===== src/y86_pkg.sv =====
package y86_pkg;

    localparam int word_width   = 64;
    localparam int reg_id_width = 4;
    localparam int code_width   = 4;

    typedef logic [word_width-1:0]   word_t;
    typedef logic [reg_id_width-1:0] reg_id_t;

    localparam reg_id_t reg_none = 4'hf;

    typedef enum logic [code_width-1:0] {
        i_halt   = 4'h0,
        i_nop    = 4'h1,
        i_rrmovq = 4'h2,
        i_irmovq = 4'h3,
        i_rmmovq = 4'h4,
        i_mrmovq = 4'h5,
        i_opq    = 4'h6,
        i_jxx    = 4'h7
    } icode_t;

    typedef enum logic [code_width-1:0] {
        alu_add = 4'h0,
        alu_sub = 4'h1,
        alu_and = 4'h2,
        alu_xor = 4'h3
    } alu_fun_t;

    // Shared by jXX and cmovXX
    typedef enum logic [code_width-1:0] {
        c_always = 4'h0,
        c_le     = 4'h1,
        c_l      = 4'h2,
        c_e      = 4'h3,
        c_ne     = 4'h4,
        c_ge     = 4'h5,
        c_g      = 4'h6
    } cond_t;

    typedef enum logic [2:0] {
        s_bub = 3'h0,
        s_aok = 3'h1,
        s_hlt = 3'h2,
        s_adr = 3'h3,
        s_ins = 3'h4
    } stat_t;

    typedef struct packed {
        logic zf;
        logic sf;
        logic of;
    } cc_t;

    typedef struct packed {
        stat_t                 stat;
        icode_t                icode;
        logic [code_width-1:0] ifun;
        reg_id_t               ra;
        reg_id_t               rb;
        word_t                 valc;
        word_t                 valp;
    } decode_reg_t;

    typedef struct packed {
        stat_t                 stat;
        icode_t                icode;
        logic [code_width-1:0] ifun;
        word_t                 valc;
        word_t                 vala;
        word_t                 valb;
        reg_id_t               dst_e;
        reg_id_t               dst_m;
    } execute_reg_t;

    typedef struct packed {
        stat_t   stat;
        icode_t  icode;
        logic    cnd;
        word_t   val_e;
        word_t   val_a;
        reg_id_t dst_e;
        reg_id_t dst_m;
    } memory_reg_t;

    typedef struct packed {
        stat_t   stat;
        word_t   val_e;
        word_t   val_m;
        reg_id_t dst_e;
        reg_id_t dst_m;
    } writeback_reg_t;

    typedef struct packed {
        reg_id_t dst_e;
        word_t   val_e;
        reg_id_t dst_m;
        word_t   val_m;
    } reg_write_t;

    localparam decode_reg_t decode_bubble = '{
        stat: s_bub, icode: i_nop, ifun: '0, ra: reg_none, rb: reg_none,
        valc: '0, valp: '0
    };

    localparam execute_reg_t execute_bubble = '{
        stat: s_bub, icode: i_nop, ifun: '0, valc: '0, vala: '0, valb: '0,
        dst_e: reg_none, dst_m: reg_none
    };

    localparam memory_reg_t memory_bubble = '{
        stat: s_bub, icode: i_nop, cnd: 1'b0, val_e: '0, val_a: '0,
        dst_e: reg_none, dst_m: reg_none
    };

    localparam writeback_reg_t writeback_bubble = '{
        stat: s_bub, val_e: '0, val_m: '0, dst_e: reg_none, dst_m: reg_none
    };

    // HLT, ADR and INS all stop the machine
    function automatic logic stat_is_exception(input stat_t s);
        return (s == s_hlt) || (s == s_adr) || (s == s_ins);
    endfunction

endpackage

===== src/hazard_control.sv =====
module hazard_control (
    input  y86_pkg::reg_id_t d_src_a,
    input  y86_pkg::reg_id_t d_src_b,
    input  y86_pkg::icode_t  e_icode,
    input  y86_pkg::reg_id_t e_dst_m,
    input  logic             e_cnd,
    input  y86_pkg::stat_t   m_stat,
    input  y86_pkg::stat_t   w_stat,
    output logic             f_stall,
    output logic             d_stall,
    output logic             d_bubble,
    output logic             e_bubble,
    output logic             m_bubble,
    output logic             w_stall
);
    import y86_pkg::*;

    logic load_use;
    logic mispredict;

    assign load_use = (e_icode == i_mrmovq) && (e_dst_m != reg_none)
                      && (e_dst_m == d_src_a || e_dst_m == d_src_b);

    // Jump in E was predicted taken
    assign mispredict = (e_icode == i_jxx) && !e_cnd;

    assign f_stall  = load_use;
    assign d_stall  = load_use;
    assign d_bubble = mispredict;
    assign e_bubble = mispredict || load_use;
    assign m_bubble = stat_is_exception(m_stat) || stat_is_exception(w_stat);
    assign w_stall  = stat_is_exception(w_stat);

endmodule


===== config.mk =====
export PLATFORM = sky130hd
export DESIGN_NAME = hazard_control
export DESIGN_NICKNAME = d
export VERILOG_FILES = /design/src/y86_pkg.sv /design/src/hazard_control.sv
export SDC_FILE = /design/constraint.sdc
export NUM_CORES = 1
export LEC_CHECK = 0
export ABC_AREA = 1
export BUFFER_PORTS_ARGS = -buffer_cell sky130_fd_sc_hd__buf_2
export CAP_MARGIN = 20
export CORE_AREA = 2 2 39 41
export DETAILED_ROUTE_END_ITERATION = 16
export DIE_AREA = 0 0 41 43
export PLACE_DENSITY_LB_ADDON = 0.3
export SLEW_MARGIN = 20
export SYNTH_ARGS = -nofsm -noshare
export SYNTH_HDL_FRONTEND = slang
export SYNTH_SLANG_ARGS = --single-unit

===== constraint.sdc =====
create_clock -name vclk -period 0.8
set_input_delay 0.12 -clock vclk [all_inputs]
set_output_delay 0.12 -clock vclk [all_outputs]
set_load 0.005 [all_outputs]

==> flow_summary.toml, run 1 <==
[layout]
layout_common_cells = "31 x nand2_1, 22 x buf_2, 12 x inv_1"
seqCellArea_um2 = 0
layout_commonest_cell = "nand2_1"
seq_cell_count = 0
fin_util_pct = 34.7
drive_above_1_share_pct = 46.2
layout.nets = 116
n_clock_buffer = 0
n_antenna_cell = 0
syn_to_final_growth_pct = 84.6
layout.cells.non_filler = 107

[routing]
wl_um = 711
wire_per_inst_um = 6.64
via_per_inst = 4.06
drc = 0
drt-initial-drc-count = 1
vias = 434
drt_pass1_iterations = 4
antenna_left = 0

[yosys]
avgSynthCellArea_um2 = 4.13
netlist_instances = 63
synth_area_um2 = 260
synthDistinctLibCells = 10
yosysTopAreaCell = "nand2_1"
synth_top_area_share_pct = 49.0
ys_top_cells_by_area = "nand2_1 49%, inv_1 20%, nor2_1 7.2%, inv_2 4.3%, nor3_1 3.8%"
yosysWarnings = 0
syn_nets = 86
yosysSeqAreaShare_pct = 0

[sta]
maxSlewHeadroom_pct = 88.7
finalCritPeriodShare_pct = 117
hold_viol = 0
worst_slack_ps = -140
rsz0062_at_grt = "true"
worst_pin_slew_ps = 168
fmax_ghz = 1.06
slew_viol_final = 0
tns_ps = -425
min_period_ps = 940
finalSetupViolations = 4

[floorplanning]
die_w_um = 41
pin_count = 29
dieArea_um2 = 1760
start_util_pct = 18.8
num_rows = 14
coreArea_um2 = 1380
die_h_um = 43

[grt]
grt_overflow = 0
grt_pass1_vias = 326
grt_pass1_wl_mm = 1.03
grt_max_degree = 5
antenna_found_initial = 0
grt_usage_pct = 7.49

[worst_setup_path]
crit_required_ps = 680
cp.arrival_ps = 820
critPathCaptureType = "primary output"
path_max_fanout = 2
setup.worst_path.class = "in -> out"
cp-start-kind = "input port"

[clock_network]
post_cts_buffers = 0
hold_buffers = 0

[power_and_ir_drop]
powerDensity_nw_per_um2 = 401
power.leakage_uw = 0.000336
swShare_pct = 47.3
p_sw_uw = 91.1
pwr-share-comb_pct = 100.0
p_int_uw = 101
seq_power_share_pct = 0
clock_power_share_pct = 0
peakVddDrop_mv = 0.120

[place]
portBuffers = 29
place_inst = 107
gp_congestion = 0.607
dp_hpwl_um = 625

[status]
failed_checks = "setup timing"
status = "finished with violations"

[job]
timing.max_cap.violations = 0

[min_path]
hold_class = "in -> out"
worst paths after layout:
check / from / to / depth (start not counted)
hold / removal: e_cnd / d_bubble / 3
setup / recovery: e_icode[3] / e_bubble / 6
cells in the mapped netlist:
library cell,number
buf_4,1
inv_1,14
inv_2,3
nand2_1,34
nand3b_1,1
nor2_1,5
nor2_2,1
nor3_1,2
nor3_2,1
o2111ai_1,1
power by group through the flow:
stage	Clock, uW	Sequential [uW]	Combinational (uW)
floorplan	0	0	80.8
global placement	0	0	165
detailed placement	0	0	169
CTS	0	0	172
global route	0	0	220
finish	0	0	193
stage by stage:
stage | cell area, um2 | hold slack [ps] | worst slack, ps | power, uW
2_1_floorplan | 264 | 269 | -29.6 | 80.8
3_3_place_gp | 418 | 478 | -151 | 165
3_5_place_dp | 418 | 481 | -175 | 169
4_1_cts | 424 | 482 | -153 | 172
5_1_grt | 480 | 512 | -205 | 220
6_report | 480 | 482 | -140 | 193
routing by layer:
layer  share of wire [%]  track usage (%)  up-vias
met4                   0                0        0
met2                  49             14.7       23
met1                  37             8.54      173
met5                   0                0        -
met3                  14            0.524        0
li1                    -                -      238
logic make-up (layout without fill, tap and decap cells):
group | after synthesis | after routing | synth area share (%)
buffers and inverters | 18 | 46 | 27.4
AND/OR/NAND/NOR | 44 | 44 | 69.2
AO/OA/AOI/OAI | 1 | 1 | 3.37
timing repair:
item / in CTS / in global routing
endpoints found under the setup margin: 3 / 5
pin swaps: 1 / 6
cloned: 0 / 0
gates resized for setup: 1 / 16
critical path: stages:
cell and delay (ps):
buf_6 90, nand3b_1 190, nor3_2 190, nand2_2 70
nand2_1 60, buf_2 100
final cells by class:
cell class	count	area (um2)
Timing Repair Buffer	29	185
Multi-Input combinational cell	45	209
Tap cell	16	20.0
Fill cell	164	903
Inverter	17	66.3
Note: power is estimated with default switching activity, not from simulation.
==> run 2: changes to the inputs <==
==> constraint.sdc (replaced) <==
create_clock -name vclk -period 0.94
set_input_delay 0.141 -clock vclk [all_inputs]
set_output_delay 0.141 -clock vclk [all_outputs]
set_load 0.005 [all_outputs]
==> flow_summary.toml, run 2 (synthesized netlist as in run 1, its figures left out) <==
[sta]
slew_viol_final = 0
maxSlewHeadroom_pct = 83.9
worst_pin_slew_ps = 239
finalCritPeriodShare_pct = 104
worst_slack_ps = -40.8
rsz0062_at_grt = "true"
min_period_ps = 981
fmax_ghz = 1.02
finalSetupViolations = 3
hold_viol = 0

[routing]
drt_pass1_iterations = 4
drt-initial-drc-count = 6
drc = 0
wire_per_inst_um = 6.36
antenna_left = 0
vias = 427
via_per_inst = 3.99
wl_um = 681

[layout]
layout_common_cells = "31 x nand2_1, 22 x buf_2, 12 x inv_1"
syn_to_final_growth_pct = 83.2
nFillCells = 163
seqCellArea_um2 = 0
seq_cell_count = 0
layout_commonest_cell = "nand2_1"
n_clock_buffer = 0
layout.nets = 116
n_antenna_cell = 0
drive_above_1_share_pct = 44.0

[grt]
grt_overflow = 0
grt_max_degree = 5
grt_pass1_vias = 306
grtUsageMet3_pct = 0.524
grt_most_used_layer = "met2"
met1_usage_pct = 6.96
use_met2_pct = 15.0
grt_usage_pct = 7.09
antenna_found_initial = 0
grt_pass1_wl_um = 966

[job]
timing.max_cap.violations = 0

[worst_setup_path]
cp-start-kind = "input port"
cp_cell_sequence = "buf_6, nand3b_1, nor3_2, nand2_2, inv_1, buf_2"
setup.worst_path.class = "in -> out"
cpMaxStageDelayCell = "nand3b_1"
crit_required_ps = 800
cp.arrival_ps = 840
path_max_fanout = 2
slowest_delay_ps = 190
startpoint = "e_icode[3]"
critPathCaptureType = "primary output"

[power_and_ir_drop]
powerDensity_nw_per_um2 = 347
power.leakage_uw = 0.000340
swShare_pct = 44.9
p_int_uw = 91.2
seq_power_share_pct = 0
clock_power_share_pct = 0
peakVddDrop_mv = 0.110
pwr-share-comb_pct = 100.0
p_sw_uw = 74.2
p_total_uw = 165

[min_path]
whs_endpoint = "d_bubble"
hold_depth = 3
hold_class = "in -> out"
hold_path.startpoint = "e_cnd"

[floorplanning]
pin_count = 29
coreArea_um2 = 1380
start_util_pct = 18.8
dieArea_um2 = 1760
die_h_um = 43
num_rows = 14
die_w_um = 41

[place]
place_ws_ps = -53.3
portBuffers = 29
dp_hpwl_um = 617
gp_congestion = 0.680

[status]
status = "finished with violations"
failed_checks = "setup timing"

[clock_network]
post_cts_buffers = 0
==> run 2: cell type report <==
cell class	instances	area, um2	area share (%)
timing repair buffer	29	189	39.6
inverter	17	66.3	13.9
tap	16	20.0	4.20
multi-input combinational	45	201	42.3
==> run 2: worst max path at each step <==
stage / endpoint
CTS: f_stall
detailed placement: f_stall
global placement: f_stall
floorplan: f_stall
global route: e_bubble
finish: f_stall
==> run 2: stage by stage <==
| step | cell area [um2] | cells | util (%) | TNS (ps) | hold slack (ps) |
|---|---|---|---|---|---|
| floorplan | 260 | 63 | - | 0 | 311 |
| finish | 477 | 107 | 34.4 | -120 | 516 |
| detailed placement | 418 | 107 | 30.2 | -151 | 519 |
| global placement | 418 | 107 | 30.2 | -140 | 520 |
| global route | 477 | 107 | 34.4 | -306 | 534 |
| CTS | 424 | 107 | 30.7 | -133 | 519 |
==> run 2: power groups by stage <==
stage	sequential (uW)	clock [uW]	combinational (uW)
after floorplan	0	0	68.3
after global placement	0	0	140
after detailed placement	0	0	142
after CTS	0	0	145
after global routing	0	0	188
final	0	0	165
==> run 2: repair_timing <==
action                                  in CTS  in global routing
resized for setup                            1                 16
hold buffers                                 0                  0
pin swaps                                    0                  9
endpoints found under the setup margin       3                  3
==> run 2: critical path, delay by kind of cell <==
kind	cells	cell delay (ps)
and+or+nand+nor	3	460
buffers and inverters	3	250
==> run 2: per-layer routing <==
layer	wire, um	vias up
li1	-	237
met1	256	173
met2	331	17
met3	92	0
met4	0	0
met5	0	-
==> run 3: changes to the inputs <==
--- a/config.mk
+++ b/config.mk
@@ -6,12 +6,12 @@
 export NUM_CORES = 1
 export LEC_CHECK = 0
 export ABC_AREA = 1
-export BUFFER_PORTS_ARGS = -buffer_cell sky130_fd_sc_hd__buf_2
-export CAP_MARGIN = 20
 export CORE_AREA = 2 2 39 41
 export DETAILED_ROUTE_END_ITERATION = 16
 export DIE_AREA = 0 0 41 43
+export DONT_BUFFER_PORTS = 1
 export PLACE_DENSITY_LB_ADDON = 0.3
+export SETUP_SLACK_MARGIN = 0.05
 export SLEW_MARGIN = 20
 export SYNTH_ARGS = -nofsm -noshare
 export SYNTH_HDL_FRONTEND = slang
==> flow_summary.toml, run 3 (synthesized netlist as in run 1, its figures left out) <==
[sta]
rsz0062_at_grt = "false"
hold_viol = 0
finalSetupViolations = 0
worst_slack_ps = 137
min_period_ps = 803
worst_pin_slew_ps = 225
finalCritPeriodShare_pct = 85.5
tns_ps = 0
fmax_ghz = 1.24
slew_viol_final = 0
maxSlewHeadroom_pct = 85.0

[floorplanning]
dieArea_um2 = 1760
coreArea_um2 = 1380
pin_count = 29
die_w_um = 41
start_util_pct = 18.8
num_rows = 14
die_h_um = 43

[layout]
n_clock_buffer = 0
seqCellArea_um2 = 0
seq_cell_count = 0
syn_to_final_growth_pct = 4.81
layout.nets = 87
design_area_um2 = 273
drive_above_1_share_pct = 9.68
n_antenna_cell = 0
layout_commonest_cell = "nand2_1"
layout_common_cells = "34 x nand2_1, 13 x inv_1, 5 x nor2_1"

[clock_network]
hold_buffers = 0
cts-resized-gates = 0
post_cts_buffers = 0

[min_path]
hold_class = "in -> out"

[routing]
drc = 0
vias = 323
drt_pass1_iterations = 2
wire_per_inst_um = 8.22
drt-initial-drc-count = 2
via_per_inst = 4.14
antenna_left = 0
wl_um = 641

[place]
dp_hpwl_um = 584
place_ws_ps = 121
portBuffers = 0
placed_area_um2 = 273
gp_congestion = 0.769

[grt]
antenna_found_initial = 0
grt_pass1_wl_um = 938
grt_max_degree = 5
grt_overflow = 0
grt_usage_pct = 6.99
grt_pass1_vias = 281

[power_and_ir_drop]
power.leakage_uw = 0.000202
powerDensity_nw_per_um2 = 287
peakVddDrop_mv = 0.0788

[worst_setup_path]
setup.worst_path.class = "in -> out"
crit_required_ps = 800
cp.arrival_ps = 660
cp_cell_sequence = "nand3b_1, nor3_1, nand2_1, nand2_1"
cp_num_buf_inv = 0
cp_top_family = "simple AND/OR/NAND/NOR gates"
cp-start-kind = "input port"
cp_common_cell = "nand2_1"
critPathCaptureType = "primary output"
path_max_fanout = 2
cpMaxStageDelayCell = "nor3_1"
slowest_delay_ps = 180

[status]
status = "finished clean"

[job]
timing.max_cap.violations = 0
## run 3: cell types whose count changed in the layout (fill, tap and decap cells not counted)
cell and change:
buf_2 -22, inv_1 +1, buf_6 -5, nand2_2 -3
buf_4 -1, nor3_2 -1, nor3_1 +1, buf_8 -1
nand2_1 +3, inv_4 -1
## run 3: metrics by stage
| stage | total power [uW] | utilization [%] | instances | hold WS, ps |
|---|---|---|---|---|
| after floorplan | 68.3 | - | 63 | 311 |
| after global placement | 76.4 | 19.7 | 78 | 313 |
| after detailed placement | 79.3 | 19.7 | 78 | 314 |
| after CTS | 79.6 | 19.7 | 78 | 314 |
| after global routing | 94.2 | 19.7 | 78 | 317 |
| final | 78.4 | 19.7 | 78 | 313 |
## run 3: final cells by class
class | instances | area (um2)
Fill cell | 175 | 1110
Inverter | 17 | 63.8
Multi-Input combinational cell | 45 | 189
Tap cell | 16 | 20.0
## run 3: metal layers
metal | up-vias | global-route usage (%) | routed length (um)
met5 | - | 0 | 0
met4 | 0 | 0 | 0
met3 | 0 | 0.524 | 95
met2 | 18 | 15.3 | 321
met1 | 128 | 6.33 | 224
li1 | 177 | - | -
## run 3: power breakdown
group / switching, uW / internal, uW / leakage [uW]
clock network: 0 / 0 / 0
logic: 45.7 / 32.7 / 0.000202
registers: 0 / 0 / 0
## run 3: worst paths after layout
path | slack [ps] | cells past startpoint | end | from
setup / recovery | 140 | 4 | e_bubble | e_icode[3]
hold / removal | 310 | 1 | d_bubble | e_cnd
