File: src/y86_pkg.sv
package y86_pkg;

    localparam int word_width   = 64;
    localparam int reg_id_width = 4;
    localparam int code_width   = 4;

    typedef logic [word_width-1:0]   word_t;
    typedef logic [reg_id_width-1:0] reg_id_t;

    localparam reg_id_t reg_none = 4'hf;

    typedef enum logic [code_width-1:0] {
        i_halt   = 4'h0,
        i_nop    = 4'h1,
        i_rrmovq = 4'h2,
        i_irmovq = 4'h3,
        i_rmmovq = 4'h4,
        i_mrmovq = 4'h5,
        i_opq    = 4'h6,
        i_jxx    = 4'h7
    } icode_t;

    typedef enum logic [code_width-1:0] {
        alu_add = 4'h0,
        alu_sub = 4'h1,
        alu_and = 4'h2,
        alu_xor = 4'h3
    } alu_fun_t;

    // Shared by jXX and cmovXX
    typedef enum logic [code_width-1:0] {
        c_always = 4'h0,
        c_le     = 4'h1,
        c_l      = 4'h2,
        c_e      = 4'h3,
        c_ne     = 4'h4,
        c_ge     = 4'h5,
        c_g      = 4'h6
    } cond_t;

    typedef enum logic [2:0] {
        s_bub = 3'h0,
        s_aok = 3'h1,
        s_hlt = 3'h2,
        s_adr = 3'h3,
        s_ins = 3'h4
    } stat_t;

    typedef struct packed {
        logic zf;
        logic sf;
        logic of;
    } cc_t;

    typedef struct packed {
        stat_t                 stat;
        icode_t                icode;
        logic [code_width-1:0] ifun;
        reg_id_t               ra;
        reg_id_t               rb;
        word_t                 valc;
        word_t                 valp;
    } decode_reg_t;

    typedef struct packed {
        stat_t                 stat;
        icode_t                icode;
        logic [code_width-1:0] ifun;
        word_t                 valc;
        word_t                 vala;
        word_t                 valb;
        reg_id_t               dst_e;
        reg_id_t               dst_m;
    } execute_reg_t;

    typedef struct packed {
        stat_t   stat;
        icode_t  icode;
        logic    cnd;
        word_t   val_e;
        word_t   val_a;
        reg_id_t dst_e;
        reg_id_t dst_m;
    } memory_reg_t;

    typedef struct packed {
        stat_t   stat;
        word_t   val_e;
        word_t   val_m;
        reg_id_t dst_e;
        reg_id_t dst_m;
    } writeback_reg_t;

    typedef struct packed {
        reg_id_t dst_e;
        word_t   val_e;
        reg_id_t dst_m;
        word_t   val_m;
    } reg_write_t;

    localparam decode_reg_t decode_bubble = '{
        stat: s_bub, icode: i_nop, ifun: '0, ra: reg_none, rb: reg_none,
        valc: '0, valp: '0
    };

    localparam execute_reg_t execute_bubble = '{
        stat: s_bub, icode: i_nop, ifun: '0, valc: '0, vala: '0, valb: '0,
        dst_e: reg_none, dst_m: reg_none
    };

    localparam memory_reg_t memory_bubble = '{
        stat: s_bub, icode: i_nop, cnd: 1'b0, val_e: '0, val_a: '0,
        dst_e: reg_none, dst_m: reg_none
    };

    localparam writeback_reg_t writeback_bubble = '{
        stat: s_bub, val_e: '0, val_m: '0, dst_e: reg_none, dst_m: reg_none
    };

    // HLT, ADR and INS all stop the machine
    function automatic logic stat_is_exception(input stat_t s);
        return (s == s_hlt) || (s == s_adr) || (s == s_ins);
    endfunction

endpackage
File: src/fetch_stage.sv
module fetch_stage (
    input  logic                 clock,
    input  logic                 reset,
    input  logic                 f_stall,
    input  logic [79:0]          imem_bytes,
    input  y86_pkg::memory_reg_t m_reg,
    output y86_pkg::word_t       imem_addr,
    output y86_pkg::decode_reg_t f_out
);
    import y86_pkg::*;

    word_t                 pred_pc;
    word_t                 f_pc;
    word_t                 f_pred_next;
    logic [code_width-1:0] raw_icode;
    logic                  instr_valid;
    logic                  need_regids;
    logic                  need_valc;

    pipe_reg #(
        .payload_t    (word_t),
        .bubble_value ('0)
    ) u_pred_pc_reg (
        .clock  (clock),
        .reset  (reset),
        .stall  (f_stall),
        .bubble (1'b0),
        .d      (f_pred_next),
        .q      (pred_pc)
    );

    // Not-taken jump in M restarts at its fall-through address
    assign f_pc = (m_reg.icode == i_jxx && !m_reg.cnd) ? m_reg.val_a : pred_pc;
    assign imem_addr = f_pc;

    assign raw_icode   = imem_bytes[7:4];
    assign instr_valid = raw_icode <= 4'h7;
    assign need_regids = raw_icode inside {i_rrmovq, i_irmovq, i_rmmovq, i_mrmovq, i_opq};
    assign need_valc   = raw_icode inside {i_irmovq, i_rmmovq, i_mrmovq, i_jxx};

    always_comb begin
        f_out.icode = instr_valid ? icode_t'(raw_icode) : i_nop;
        f_out.ifun  = imem_bytes[3:0];
        f_out.ra    = need_regids ? imem_bytes[15:12] : reg_none;
        f_out.rb    = need_regids ? imem_bytes[11:8] : reg_none;
        f_out.valc  = need_regids ? imem_bytes[79:16] : imem_bytes[71:8];
        f_out.valp  = f_pc + 64'd1 + (need_regids ? 64'd1 : 64'd0)
                      + (need_valc ? 64'd8 : 64'd0);
        if (!instr_valid) begin
            f_out.stat = s_ins;
        end else if (raw_icode == i_halt) begin
            f_out.stat = s_hlt;
        end else begin
            f_out.stat = s_aok;
        end
    end

    // Jumps predicted taken
    assign f_pred_next = (f_out.icode == i_jxx) ? f_out.valc : f_out.valp;

endmodule

File: src/pipe_reg.sv
module pipe_reg #(
    parameter type payload_t = logic,
    parameter payload_t bubble_value = '0
) (
    input  logic     clock,
    input  logic     reset,
    input  logic     stall,
    input  logic     bubble,
    input  payload_t d,
    output payload_t q
);

    // Bubble wins over stall
    always_ff @(posedge clock) begin
        if (reset || bubble) begin
            q <= bubble_value;
        end else if (!stall) begin
            q <= d;
        end
    end

endmodule

File: config.mk
export PLATFORM = sky130hd
export DESIGN_NAME = fetch_stage
export DESIGN_NICKNAME = d
export VERILOG_FILES = /design/src/y86_pkg.sv /design/src/fetch_stage.sv /design/src/pipe_reg.sv
export SDC_FILE = /design/constraint.sdc
export NUM_CORES = 1
export LEC_CHECK = 0
export ABC_AREA = 1
export ABC_CLOCK_PERIOD_IN_PS = 9800
export BUFFER_PORTS_ARGS = -buffer_cell sky130_fd_sc_hd__buf_2
export CORE_AREA = 2 2 172 174
export DETAILED_ROUTE_END_ITERATION = 8
export DIE_AREA = 0 0 174 176
export GPL_TIMING_DRIVEN = 1
export SLEW_MARGIN = 20
export SYNTH_ARGS = -nofsm -noshare
export SYNTH_HDL_FRONTEND = slang
export SYNTH_HIERARCHICAL = 1
export SYNTH_SLANG_ARGS = --single-unit
File: constraint.sdc
create_clock -name clock -period 9.8 [get_ports clock]
set_input_delay 1.96 -clock clock [delete_from_list [all_inputs] [get_ports clock]]
set_output_delay 1.96 -clock clock [all_outputs]
set_load 0.05 [all_outputs]
==> results list, run 1 <==
- The flow ran to the end, and the final reports show no timing, DRC or antenna violations.
* Signed area change from the synthesized netlist to the final layout: 24.4%
- Post-synth cell types: 32
- Core Rows: 62
- The number of antenna violations at the first check in global routing came to 1.
- Final worst slack: approximately 2.6 ns
* Deepest clock path buffer count: 2
- Across the VDD grid, the largest voltage drop is roughly 0.000075 V.
- Core footprint: approximately 0.029 sq mm
- After routing, the total negative slack on setup checks comes to 0 ns.
- Routability-driven placement finished with a final weighted congestion of roughly 0.93.
- The floorplan step set the die height to 176 um.
* Number of I/O port buffers: approximately 350
* Clock buffer count from CTS: 9
- Post-synthesis cell area: between 0.008 and 0.009 sq mm
- Share of the yosys chip area belonging to registers: between 10 and 15%
- Count of nets left with antenna violations after detail routing: 0
- Vias: roughly 11000
- Most instantiated cells after synthesis: sky130_fd_sc_hd__nand2_1, sky130_fd_sc_hd__inv_1, sky130_fd_sc_hd__nor2_1
- Prior to clock tree synthesis, the placed netlist has a worst setup slack of roughly 2.6 ns.
- Measured against its own limit, the worst slew margin works out to approximately 28%.
* Routed WL: approximately 44000 um
- Maximum number of pins on one net before global-route repair: between 90 and 100
- Number of resized instances in the post-cts repair step: 0
- Total power draw: about 1.2 mW
* Wire length of the first global-routing pass: between 60000 and 70000 um
- Post-detailed-route via-to-cell ratio: ~4.7
* Clock root buffer: sky130_fd_sc_hd__clkbuf_16
* Crit path max fanout: 53
- For this design, the CTS-stage hold fixing added 0 buffers.
* Dominant register cell in the synthesized netlist: sky130_fd_sc_hd__dfxtp_1
* Power density over the cells: 106 mW/mm^2
- Top cell type by total area after synthesis: sky130_fd_sc_hd__nand2_1
- Summed over all cells, the static leakage comes to about 6.3 nW.
* Hold Fails Final Rpt: 0
* Largest reg by FF count: u_pred_pc_reg/q
- In the finished design, the share of the clock period the worst path needs comes to between 70% and 80%.
* Average wire per cell in the routed design: about 18 um
- After clock tree synthesis, the clock-pin slew on the worst setup and hold paths is around 0.060 ns.
- Timing would allow up to ~140 MHz.
- Final core occ: between 30% and 40%
- Max FFs per register: 64
- The share of synthesized area in the top cell type comes to between 30% and 40%.
- In the synthesized netlist, the number of instances is roughly 1800.
* Slew Viols, Final: 0
* Clock sinks: between 60 and 70
- For this run, asynchronously set or reset flops after synthesis account for 0%.
- Data on the critical path arrives at its endpoint at between 5 and 6 ns.
- Setup repair after global routing left no endpoint under its margin.
* Worst-Margin Slew: between 1 and 1.5 ns
- The synthesized design contains 0 enable-type register cells.
* Number of buffers inserted to repair setup after CTS: 0
* Number of design-rule violations left by the first detailed-router iteration: ~830
- Cells with a size suffix above 1 make up between 20% and 30% of the layout.
* Overall Global Routing Usage: around 28%
- # nets final: about 2300
- Subtracting the final worst setup slack from the clock period gives around 7.2 ns.
- The multi-input combinational cells in the finished layout cover a total of approximately 0.0060 sq mm.
- The die covers about 0.031 sq mm.
- Hold Path Class: reg -> reg
- Worst EP required: around 7.8 ns
* First drt pass iteration count: 6
* Clock tree from TritonCTS: built
- Most used standard cell by instance count after synthesis: sky130_fd_sc_hd__nand2_1
- The total overflow left after global routing is 0.
* Worst Setup End Kind: output port
- After detailed routing, the number of remaining DRC violations is 0.
- around 440 I/O pins were placed.
* Filler Cell Count: ~3400
- Final setup violation count: 0
* Worst hold margin: about 0.50 ns
- Register area: around 0.0013 sq mm
- Kind of launch point of the worst setup path: primary input
- For the worst-skew pair, the clock arrives at the later sink with an insertion delay of ~0.36 ns.
- The synthesized design contains 64 register bits.
- Number of global-route vias before repair: 10100
- Each instance of the synthesized netlist takes up on average around 5 sq um.
* Leading cell types by total area after synthesis: sky130_fd_sc_hd__nand2_1, sky130_fd_sc_hd__dfxtp_1, sky130_fd_sc_hd__inv_1
* Htree depth: 3
- The setup path with the least slack is of type in -> out.
- The initial utilization of the core area, before any placement, comes to 30.9%.
- Number of synthesis warnings: 6
- Detailed placement finished with a half-perimeter wire length of approximately 36000 um.
- The die is between 150 and 200 um wide.
* Max-cap violation count: 0
- Largest registers ranked by flip-flop count: u_pred_pc_reg/q: 64 flops
- Max Clock Skew: 0.0194 ns
## path summary, 6_finish.rpt
kind                  startpoint                  end  slack (ns)  cells after the start
max                   m_reg[138]            f_out[46]        2.56                     20
min          u_pred_pc_reg/q[63]  u_pred_pc_reg/q[63]        0.50                      4
max reg2reg   u_pred_pc_reg/q[0]  u_pred_pc_reg/q[38]        6.73                     19
min reg2reg  u_pred_pc_reg/q[63]  u_pred_pc_reg/q[63]        0.50                      4
## cells by family (layout without fill, tap and decap cells)
family,Yosys count,in the layout,synth area share (%)
adder cells (fa/ha/maj),3,3,0.426
buffers and inverters,363,663,17.6
AO/OA/AOI/OAI,70,70,3.97
multiplexers,1,1,0.128
other,1,4,0.0425
XOR/XNOR,28,28,3.46
flip-flops,64,64,14.5
AND/OR/NAND/NOR,1227,1227,59.9
## cell usage in the layout (no fill, tap or decap), types with 2 or more instances in the layout
| cell | Yosys | routed |
|---|---|---|
| sky130_fd_sc_hd__nor2_2 | 29 | 29 |
| sky130_fd_sc_hd__diode_2 | 0 | 2 |
| sky130_fd_sc_hd__clkinvlp_4 | 0 | 3 |
| sky130_fd_sc_hd__buf_2 | 16 | 352 |
| sky130_fd_sc_hd__inv_2 | 4 | 4 |
| sky130_fd_sc_hd__ha_1 | 3 | 3 |
| sky130_fd_sc_hd__nor2_8 | 2 | 2 |
| sky130_fd_sc_hd__nand4_1 | 10 | 10 |
| sky130_fd_sc_hd__o21ai_0 | 66 | 66 |
| sky130_fd_sc_hd__clkinv_4 | 0 | 2 |
| sky130_fd_sc_hd__buf_4 | 27 | 9 |
| sky130_fd_sc_hd__nand3_1 | 90 | 90 |
| sky130_fd_sc_hd__nor2_1 | 260 | 260 |
| sky130_fd_sc_hd__o21ai_1 | 2 | 2 |
| sky130_fd_sc_hd__nand2_4 | 2 | 2 |
| sky130_fd_sc_hd__nor2_4 | 15 | 15 |
| sky130_fd_sc_hd__nand3b_1 | 40 | 40 |
| sky130_fd_sc_hd__conb_1 | 1 | 2 |
| sky130_fd_sc_hd__and2_1 | 19 | 19 |
| sky130_fd_sc_hd__inv_1 | 280 | 280 |
| sky130_fd_sc_hd__nand2_1 | 719 | 718 |
| sky130_fd_sc_hd__clkinv_1 | 2 | 2 |
| sky130_fd_sc_hd__or2_2 | 16 | 16 |
| sky130_fd_sc_hd__clkbuf_16 | 0 | 9 |
| sky130_fd_sc_hd__xor2_2 | 8 | 8 |
| sky130_fd_sc_hd__xor2_1 | 19 | 19 |
| sky130_fd_sc_hd__nand2_2 | 23 | 24 |
| sky130_fd_sc_hd__dfxtp_1 | 64 | 64 |
## metal layers
metal / vias to the layer above / routed length (um) / GRT usage (%)
met5: - / 0 / 0
met4: 0 / 816 / 6.23
met3: 37 / 2710 / 3.04
met2: 420 / 19000 / 42.6
met1: 5146 / 21200 / 40.8
li1: 5768 / - / -
## cell type report
cell class              count  share of cell area [%]
diodes                      2                  0.0456
flip-flops and latches     64                    11.7
clock inverters             6                   0.639
clock buffers              10                    2.09
inverters                 286                    9.78
well taps                 384                    4.38
repair buffers            361                    16.7
multi-input cells        1331                    54.7
## critical path: stages
cell	delay (ns)
sky130_fd_sc_hd__buf_2	0.07
sky130_fd_sc_hd__nand2_1	0.07
sky130_fd_sc_hd__nor2_4	0.11
sky130_fd_sc_hd__nand2_4	0.27
sky130_fd_sc_hd__buf_4	0.44
sky130_fd_sc_hd__nand2_1	0.16
sky130_fd_sc_hd__nand2_1	0.06
sky130_fd_sc_hd__inv_1	0.07
sky130_fd_sc_hd__ha_1	0.19
sky130_fd_sc_hd__nand2_1	0.06
sky130_fd_sc_hd__nand3b_1	0.15
sky130_fd_sc_hd__nand2_1	0.24
sky130_fd_sc_hd__inv_2	0.09
sky130_fd_sc_hd__nor2_1	0.31
sky130_fd_sc_hd__nand2_2	0.18
sky130_fd_sc_hd__nor2_8	0.25
sky130_fd_sc_hd__nand2_1	0.08
sky130_fd_sc_hd__nand2_1	0.07
sky130_fd_sc_hd__and2_1	0.13
sky130_fd_sc_hd__buf_2	0.27
## stage by stage
step	instance area [sq um]	cells
CTS	11000	2442
detailed placement	10700	2426
global route	11000	2443
finish	11000	2444
floorplan	8820	1758
global placement	10700	2426
## power breakdown
group | total (mW) | switching [mW] | internal, mW
Combinational | 0.539 | 0.418 | 0.120
Clock | 0.350 | 0.151 | 0.199
Sequential | 0.275 | 0.00539 | 0.270
No activity file was read; power rests on OpenSTA's default activity.
==> run 2, diff against run 1 <==
--- a/config.mk
+++ b/config.mk
@@ -6,7 +6,7 @@
 export NUM_CORES = 1
 export LEC_CHECK = 0
 export ABC_AREA = 1
-export ABC_CLOCK_PERIOD_IN_PS = 9800
+export ABC_CLOCK_PERIOD_IN_PS = 6900
 export BUFFER_PORTS_ARGS = -buffer_cell sky130_fd_sc_hd__buf_2
 export CORE_AREA = 2 2 172 174
 export DETAILED_ROUTE_END_ITERATION = 8
==> constraint.sdc (replaced) <==
create_clock -name clock -period 6.9 [get_ports clock]
set_input_delay 1.38 -clock clock [delete_from_list [all_inputs] [get_ports clock]]
set_output_delay 1.38 -clock clock [all_outputs]
set_load 0.05 [all_outputs]
==> run 2 against run 1 <==
Global-route usage hardly changed. Design area is 4.0% higher. Register-to-register slack worse by 2.9 ns. Clock-buffer cell count stayed put. Combinational power is 48% higher. Critical path depth is 1 lower. Critical path type unchanged.
==> results list, run 2 (synthesized netlist as in run 1, its figures left out) <==
- Critical path's top delay family: simple AND/OR/NAND/NOR gates (unchanged)
- RSZ-0062 raised after global routing: false (unchanged)
- Power density over the cells: 144 mW/mm^2 (was 106 mW/mm^2)
- Routed WL: 43600 um (was 43700 um)
- Dividing the final minimum period by the clock period gives 91.5%.
- The register name with the most flops is u_pred_pc_reg/q (unchanged).
- X dimension of the die: 174 um (unchanged)
- The overall track demand over capacity in global routing is 27.6% (was 27.5%).
- # nets final: 2285 (was 2283)
* Clock tree from TritonCTS: built (unchanged)
- Core footprint: 0.0285 sq mm (unchanged)
- Number of global-route vias before repair: 10400 (was 10100)
- The total of cells resized after clock tree synthesis is 0 (unchanged).
- The required time of the critical path is 5.52 ns (was 7.84 ns).
- Leading cell types in the layout, fill and taps excluded: sky130_fd_sc_hd__nand2_1, sky130_fd_sc_hd__buf_2, sky130_fd_sc_hd__inv_1 (unchanged)
- Final setup violation count: 0 (unchanged)
* Total congestion overflow: 0 (unchanged)
* Die Y-Extent: 176 um (unchanged)
- The final weighted congestion of routability-driven global placement came to 0.992 (was 0.934).
- Critical Path AT: 4.93 ns (was 5.28 ns)
* Vias: 11500 (was 11400)
- Clock sinks: 64 (unchanged)
- The overall power consumption was 1.64 mW (was 1.16 mW).
- Met2 demand-to-capacity share in global routing: 43.0% (was 42.6%)
* Htree depth: 3 (unchanged)
* Sink of the worst hold path: u_pred_pc_reg/q[37] (was u_pred_pc_reg/q[63])
* Most utilized layer in the global route result: met2 (unchanged)
- Outcome: completed (unchanged).
* Buffering stage count on the worst path with inverters included: 5 (unchanged)
- DRC errors left: 0 (unchanged)
- Worst stage delay on the critical path: 0.40 ns (was 0.44 ns)
- Effective utilization at floorplan: 30.9% (unchanged)
- Number of design-rule violations left by the first detailed-router iteration: 941 (was 829)
- The detailed placement HPWL came to 36400 um (was 35900 um).
- Met1 track demand over resource: 39.5% (was 40.8%)
* Number of cells on the worst reg-to-reg path: 18 (was 19)
- Clock buffer count from CTS: 9 (unchanged)
- Maximum number of pins on one net before global-route repair: 95 (unchanged)
* Worst relative slew slack: 30.1% (was 28.0%)
- The worst hold path class was reg -> reg (unchanged).
- Peak ir drop on the vdd network: 0.000100 V (was 0.0000751 V)
- Number of I/O port buffers: 353 (unchanged)
- Signed area change from the synthesized netlist to the final layout: 29.4% (was 24.4%)
- Leak pwr: 6.38 nW (was 6.29 nW)
- Clock transition at the registers of the reported paths: 0.06 ns (about the same)
- The placement-stage cell area was 0.0111 sq mm (was 0.0107 sq mm).
- The final setup TNS is 0 ns (unchanged).
- CTS Hold Bufs: 0 (unchanged)
* Hold Fails Final Rpt: 0 (unchanged)
* Slew Viols, Final: 0 (unchanged)
- Largest registers ranked by flip-flop count: u_pred_pc_reg/q: 64 flops (unchanged)
* Kind of launch point of the worst setup path: primary input (unchanged)
- Worst R2R Start: u_pred_pc_reg/q[0] (unchanged)
* Worst-Margin Slew: 1.04 ns (was 1.08 ns)
* Max FFs per register: 64 (unchanged)
* First drt pass iteration count: 5 (was 6)
- Achievable clock frequency: 158 MHz
* Reg2Reg Setup Slack: 3.85 ns (was 6.73 ns)
- The final clock skew is 0.0136 ns (was 0.0194 ns).
* Core Rows: 62 (unchanged)
- The clock tree buffer depth is 2 (unchanged).
* Count of nets left with antenna violations after detail routing: 0 (unchanged)
- The library cell appearing most often on the critical path was sky130_fd_sc_hd__nand2_1 (unchanged).
- Worst path cell trace: buf_2 > nor2_4 > nand2_4 > o21ai_0 > inv_1 > ha_1 > inv_1 > ha_1 > nand2_1 > nand3b_1 > nand2_1 > inv_2 > nor2_1 > nand2_2 > nor2_8 > nand2_1 > nand2_1 > and2_1 > buf_2 (was buf_2 > nand2_1 > nor2_4 > nand2_4 > buf_4 > nand2_1 > nand2_1 > inv_1 > ha_1 > nand2_1 > nand3b_1 > nand2_1 > inv_2 > nor2_1 > nand2_2 > nor2_8 > nand2_1 > nand2_1 > and2_1 > buf_2)
* Top-Level Pins: 438 (unchanged)
* Most common library cell in the layout ignoring fill and taps: sky130_fd_sc_hd__nand2_1 (unchanged)
- The vias per cell came to 4.69 (was 4.65).
- Die Outline Area: 0.0306 sq mm (unchanged)
- Number of buffers inserted to repair setup after CTS: 0 (unchanged)
* Worst Hold Launch: u_pred_pc_reg/q[37] (was u_pred_pc_reg/q[63])
- The area of all placed cells without fillers came to 0.0114 sq mm (was 0.0110 sq mm).
- Worst Setup End Kind: output port (unchanged)
- GR Layer Usage met3: 3.29% (was 3.04%)
* Clock root buffer: sky130_fd_sc_hd__clkbuf_16 (unchanged)
* Crit path max fanout: 31 (was 53)
* Wire length of the first global-routing pass: 62800 um (was 62700 um)
- The number of antenna violations at the first check in global routing is 1 (unchanged).
- Average wire per cell in the routed design: 17.8 um (was 17.9 um)
* Type of the setup path with the least slack: in -> out (unchanged)
- Worst hold margin: 0.506 ns (was 0.504 ns)
* Fraction of layout instances using a drive strength above 1: 23.3% (about the same)
- The routed design could run at a clock period as short as about 6.3 ns.
- Cell at the slowest stage of the critical path: sky130_fd_sc_hd__nor2_4 (was sky130_fd_sc_hd__buf_4)
* Max-cap violation count: 0 (unchanged)
- The endpoint of the most critical register-to-register path was u_pred_pc_reg/q[30] (was u_pred_pc_reg/q[38]).
- The insertion delay to the later sink of the worst-skew pair came to 0.35 ns (was 0.36 ns).
* Number of cells on the worst hold path: 4 (unchanged)
- The worst setup path startpoint was m_reg[140] (was m_reg[138]).
-- run 2: cell types whose count changed in the layout (fill, tap and decap cells not counted), sizes merged --
cell,previous run,this run
buf,361,363
bufinv,1,0
diode,2,1
inv,284,285
-- run 2: worst register-to-register path: stages, from the launching register on --
cell and delay, ns:
sky130_fd_sc_hd__dfxtp_1 0.32, sky130_fd_sc_hd__nand2_1 0.05, sky130_fd_sc_hd__o21ai_0 0.13, sky130_fd_sc_hd__inv_1 0.09, sky130_fd_sc_hd__ha_1 0.21, sky130_fd_sc_hd__inv_1 0.08, sky130_fd_sc_hd__ha_1 0.18, sky130_fd_sc_hd__nand2_1 0.05
sky130_fd_sc_hd__nand3b_1 0.15, sky130_fd_sc_hd__nand2_1 0.23, sky130_fd_sc_hd__inv_2 0.09, sky130_fd_sc_hd__nor2_1 0.29, sky130_fd_sc_hd__nand2_2 0.17, sky130_fd_sc_hd__nor2_8 0.24, sky130_fd_sc_hd__xor2_2 0.24, sky130_fd_sc_hd__nand2_1 0.20
sky130_fd_sc_hd__nand2_1 0.12, sky130_fd_sc_hd__nor2_1 0.04, sky130_fd_sc_hd__nor2_1 0.12
-- run 2: worst max-delay path by stage --
stage                end  slack, ns  cells past startpoint
2_1_floorplan  f_out[14]       0.24                     17
3_3_place_gp   f_out[46]       0.69                     19
3_5_place_dp   f_out[46]       0.63                     19
4_1_cts        f_out[46]       0.62                     19
5_1_grt        f_out[46]       0.30                     19
6_report       f_out[46]       0.59                     19
-- run 2: area by class of cell --
class                   count  area [sq um]
fillers                  3414         17100
multi-input cells        1331          6000
repair buffers            363          2290
flip-flops and latches     64          1280
inverters                 286          1070
well taps                 384           480
clock buffers              10           229
clock inverters             6          45.0
diodes                      1          2.50
-- run 2: where the power goes --
group	switching, mW	internal [mW]
Clock	0.211	0.245
Sequential	0.00780	0.384
Combinational	0.600	0.197
Total	0.819	0.826
-- run 2: metal layers --
layer / part of all wire (%) / vias to the layer above
met5: 0 / -
met4: 2.7 / 0
met3: 6.9 / 46
met2: 44 / 447
met1: 47 / 5195
li1: - / 5771
-- run 2: through the flow --
stage               util, %  worst slack [ns]  std cells
finish                 40.0             0.588       2445
detailed placement     39.0             0.629       2428
floorplan                 -             0.242       1758
global placement       39.0             0.690       2428
global route           40.0             0.299       2445
CTS                    40.0             0.618       2444
==> run 3, diff against run 2 <==
--- a/config.mk
+++ b/config.mk
@@ -6,9 +6,10 @@
 export NUM_CORES = 1
 export LEC_CHECK = 0
 export ABC_AREA = 1
-export ABC_CLOCK_PERIOD_IN_PS = 6900
+export ABC_CLOCK_PERIOD_IN_PS = 6100
 export BUFFER_PORTS_ARGS = -buffer_cell sky130_fd_sc_hd__buf_2
 export CORE_AREA = 2 2 172 174
+export CTS_BUF_LIST = sky130_fd_sc_hd__clkbuf_4 sky130_fd_sc_hd__clkbuf_8
 export DETAILED_ROUTE_END_ITERATION = 8
 export DIE_AREA = 0 0 174 176
 export GPL_TIMING_DRIVEN = 1
==> constraint.sdc (replaced) <==
create_clock -name clock -period 6.1 [get_ports clock]
set_input_delay 1.22 -clock clock [delete_from_list [all_inputs] [get_ports clock]]
set_output_delay 1.22 -clock clock [all_outputs]
set_load 0.05 [all_outputs]
==> run 3 against run 2 <==
Global-route usage grew 0.061 points. Sequential power grew 13%. Flip-flop and latch count is the same. Utilization shrank 0.083 points. Clock-buffer cell count shrank 1. Sequential share of layout area is essentially flat. Final cell count is the same. Critical path depth shrank 2. Register-to-register slack lost 0.69 ns. Design area shrank 0.21%. Critical path type unchanged. Critical endpoint is now f_out[37]. Largest power group unchanged.
==> results list, run 3 (synthesized netlist as in run 1, its figures left out) <==
- Largest registers ranked by flip-flop count: u_pred_pc_reg/q: 64 flops (unchanged).
* Hold Fails Final Rpt: 0 (unchanged)
* Clock root buffer: sky130_fd_sc_hd__clkbuf_8 (was sky130_fd_sc_hd__clkbuf_16)
- Clock buffer count from CTS: 9 (unchanged)
- The actual transition at the worst max-transition pin was 1.13 ns (was 1.04 ns).
* Htree depth: 3 (unchanged)
* Slew Viols, Final: 0 (unchanged)
- Final setup violation count: 0 (unchanged)
- The vias per cell is 4.69 (about the same).
- Clock transition at the registers of the reported paths: 0.07 ns (was 0.06 ns)
- Cell at the slowest stage of the critical path: sky130_fd_sc_hd__buf_4 (was sky130_fd_sc_hd__nor2_4)
* Effective utilization at floorplan: 30.9% (unchanged)
- The category of the worst setup path capture point is an output port (unchanged).
* Max-cap violation count: 0 (unchanged)
- The count of nets after finishing came to 2284 (was 2285).
* Top-Level Pins: 438 (unchanged)
- The critical path launch point type is a primary input (unchanged).
* Leading cell types in the layout, fill and taps excluded: sky130_fd_sc_hd__nand2_1, sky130_fd_sc_hd__buf_2, sky130_fd_sc_hd__inv_1 (unchanged)
- The total of cells resized after clock tree synthesis was 0 (unchanged).
- Number of I/O port buffers: 353 (unchanged)
- Average wire per cell in the routed design: 17.8 um (about the same)
- DP HPWL: 36200 um (was 36400 um)
- The total die area came to 0.0306 sq mm (unchanged).
- Most common library cell in the layout ignoring fill and taps: sky130_fd_sc_hd__nand2_1 (unchanged)
* Power density over the cells: 159 mW/mm^2 (was 144 mW/mm^2)
- The final clock skew is 0.0242 ns (was 0.0136 ns).
- Outcome: completed (unchanged).
- The critical path class is in -> out (unchanged).
- Buffering stage count on the worst path with inverters included: 5 (unchanged)
* Overall Global Routing Usage: 27.6% (about the same)
- The largest stage delay on the critical path was 0.33 ns (was 0.40 ns).
* Fraction of layout instances using a drive strength above 1: 23.4% (was 23.3%)
* Largest reg by FF count: u_pred_pc_reg/q (unchanged)
- The maximum number of pins on one net before global-route repair came to 95 (unchanged).
* Number of global-route vias before repair: 10400 (about the same)
- Routed WL: 43600 um (about the same)
- The number of antenna violations at the first check in global routing was 2 (was 1).
* Total Negative Setup Slacks: 0 ns (unchanged)
- Worst path cell trace: buf_2 > nand2_1 > nor2_4 > nand2_4 > buf_4 > buf_4 > nand2_1 > nand2_1 > nor2_1 > nand2_1 > inv_1 > nand2_1 > nor2_1 > nand2_1 > nand2_1 > and2_1 > buf_2 (was buf_2 > nor2_4 > nand2_4 > o21ai_0 > inv_1 > ha_1 > inv_1 > ha_1 > nand2_1 > nand3b_1 > nand2_1 > inv_2 > nor2_1 > nand2_2 > nor2_8 > nand2_1 > nand2_1 > and2_1 > buf_2)
- Total congestion overflow: 0 (unchanged)
- Number of buffers inserted to repair setup after CTS: 0 (unchanged)
- Leak pwr: 6.37 nW (was 6.38 nW)
- Hold Path Class: reg -> reg (unchanged)
* DRC errors left: 0 (unchanged)
- Tcrit/Tclk final: 89.9%
* Total power draw: 1.81 mW (was 1.64 mW)
* Most common cell type on the critical path: sky130_fd_sc_hd__nand2_1 (unchanged)
* Peak ir drop on the vdd network: 0.0000909 V (was 0.000100 V)
- Clock tree from TritonCTS: built (unchanged)
* Count of nets left with antenna violations after detail routing: 0 (unchanged)
- X dimension of the die: 174 um (unchanged)
- RSZ-0062 raised after global routing: false (unchanged)
* Die Y-Extent: 176 um (unchanged)
* Core footprint: 0.0285 sq mm (unchanged)
- Signed area change from the synthesized netlist to the final layout: 29.1% (was 29.4%)
- Worst relative slew slack: 24.1% (was 30.1%)
- The first-pass iteration count of the detailed router is 7 (was 5).
- Critical path's top delay family: simple AND/OR/NAND/NOR gates (unchanged)
- The clock tree buffer depth was 2 (unchanged).
- The insertion delay to the later sink of the worst-skew pair is 0.39 ns (was 0.35 ns).
- The largest fanout on the critical path was 43 (was 31).
- The number of buffers added to fix hold violations after cts is 0 (unchanged).
- Achievable clock frequency: approximately 180 MHz
- The wire length of the first global-routing pass is 63000 um (was 62800 um).
* Final min period: 5.48 ns
* Worst EP required: 4.88 ns (was 5.52 ns)
- The site row count was 62 (unchanged).
* Number of design-rule violations left by the first detailed-router iteration: 1091 (was 941)
- The final weighted congestion of routability-driven global placement is 0.951 (was 0.992).
- The number of flip-flops under the largest register name was 64 (unchanged).
* Critical Path AT: 4.26 ns (was 4.93 ns)
- The number of sinks handled by clock tree synthesis came to 64 (unchanged).
- Vias: 11500 (about the same)
run 3: area by class of cell:
class | instances | area (sq um)
Fill cell | 3411 | 17200
Multi-Input combinational cell | 1331 | 6000
Timing Repair Buffer | 362 | 2310
Sequential cell | 64 | 1280
Inverter | 286 | 1070
Tap cell | 384 | 480
Clock buffer | 9 | 124
Clock inverter | 7 | 104
Antenna cell | 2 | 5.00
run 3: metal layers:
layer | vias to the layer above | part of all wire (%) | track usage [%] | routed length (um)
li1 | 5763 | - | - | -
met1 | 5162 | 46 | 39.2 | 20000
met2 | 485 | 44 | 42.7 | 19000
met3 | 45 | 7.6 | 4.22 | 3310
met4 | 0 | 2.8 | 8.86 | 1200
met5 | - | 0 | 0 | 0
run 3: path summary, 6_finish.rpt:
path	from	to	slack [ns]	cells past startpoint
worst min register to register	u_pred_pc_reg/q[22]	u_pred_pc_reg/q[22]	0.51	4
worst max register to register	u_pred_pc_reg/q[0]	u_pred_pc_reg/q[30]	3.16	18
worst min-delay path	u_pred_pc_reg/q[22]	u_pred_pc_reg/q[22]	0.51	4
worst max-delay path	m_reg[138]	f_out[37]	0.62	17
run 3: metrics by stage:
step | hold slack [ns] | instance area [sq um] | util, % | cells | worst slack (ns)
after floorplan | 0.481 | 8820 | - | 1758 | 0.0808
after global placement | 0.493 | 11200 | 39.1 | 2427 | 0.700
after detailed placement | 0.495 | 11200 | 39.1 | 2427 | 0.711
after CTS | 0.508 | 11400 | 39.9 | 2443 | 0.699
after global routing | 0.531 | 11400 | 39.9 | 2445 | 0.431
final | 0.510 | 11400 | 39.9 | 2445 | 0.619
run 3: report_power, final:
part	total, mW	internal [mW]	switching, mW	leakage (nW)
clock network	0.466	0.236	0.231	0.114
registers	0.442	0.434	0.00862	0.522
logic	0.904	0.225	0.679	5.73
total	1.81	0.894	0.919	6.37
run 3: worst min-delay path: cells and delay by family, from the launching register on:
family | cells | cell delay (ns)
buffers and inverters | 1 | 0.04
DFF | 1 | 0.31
and+or+nand+nor | 3 | 0.12
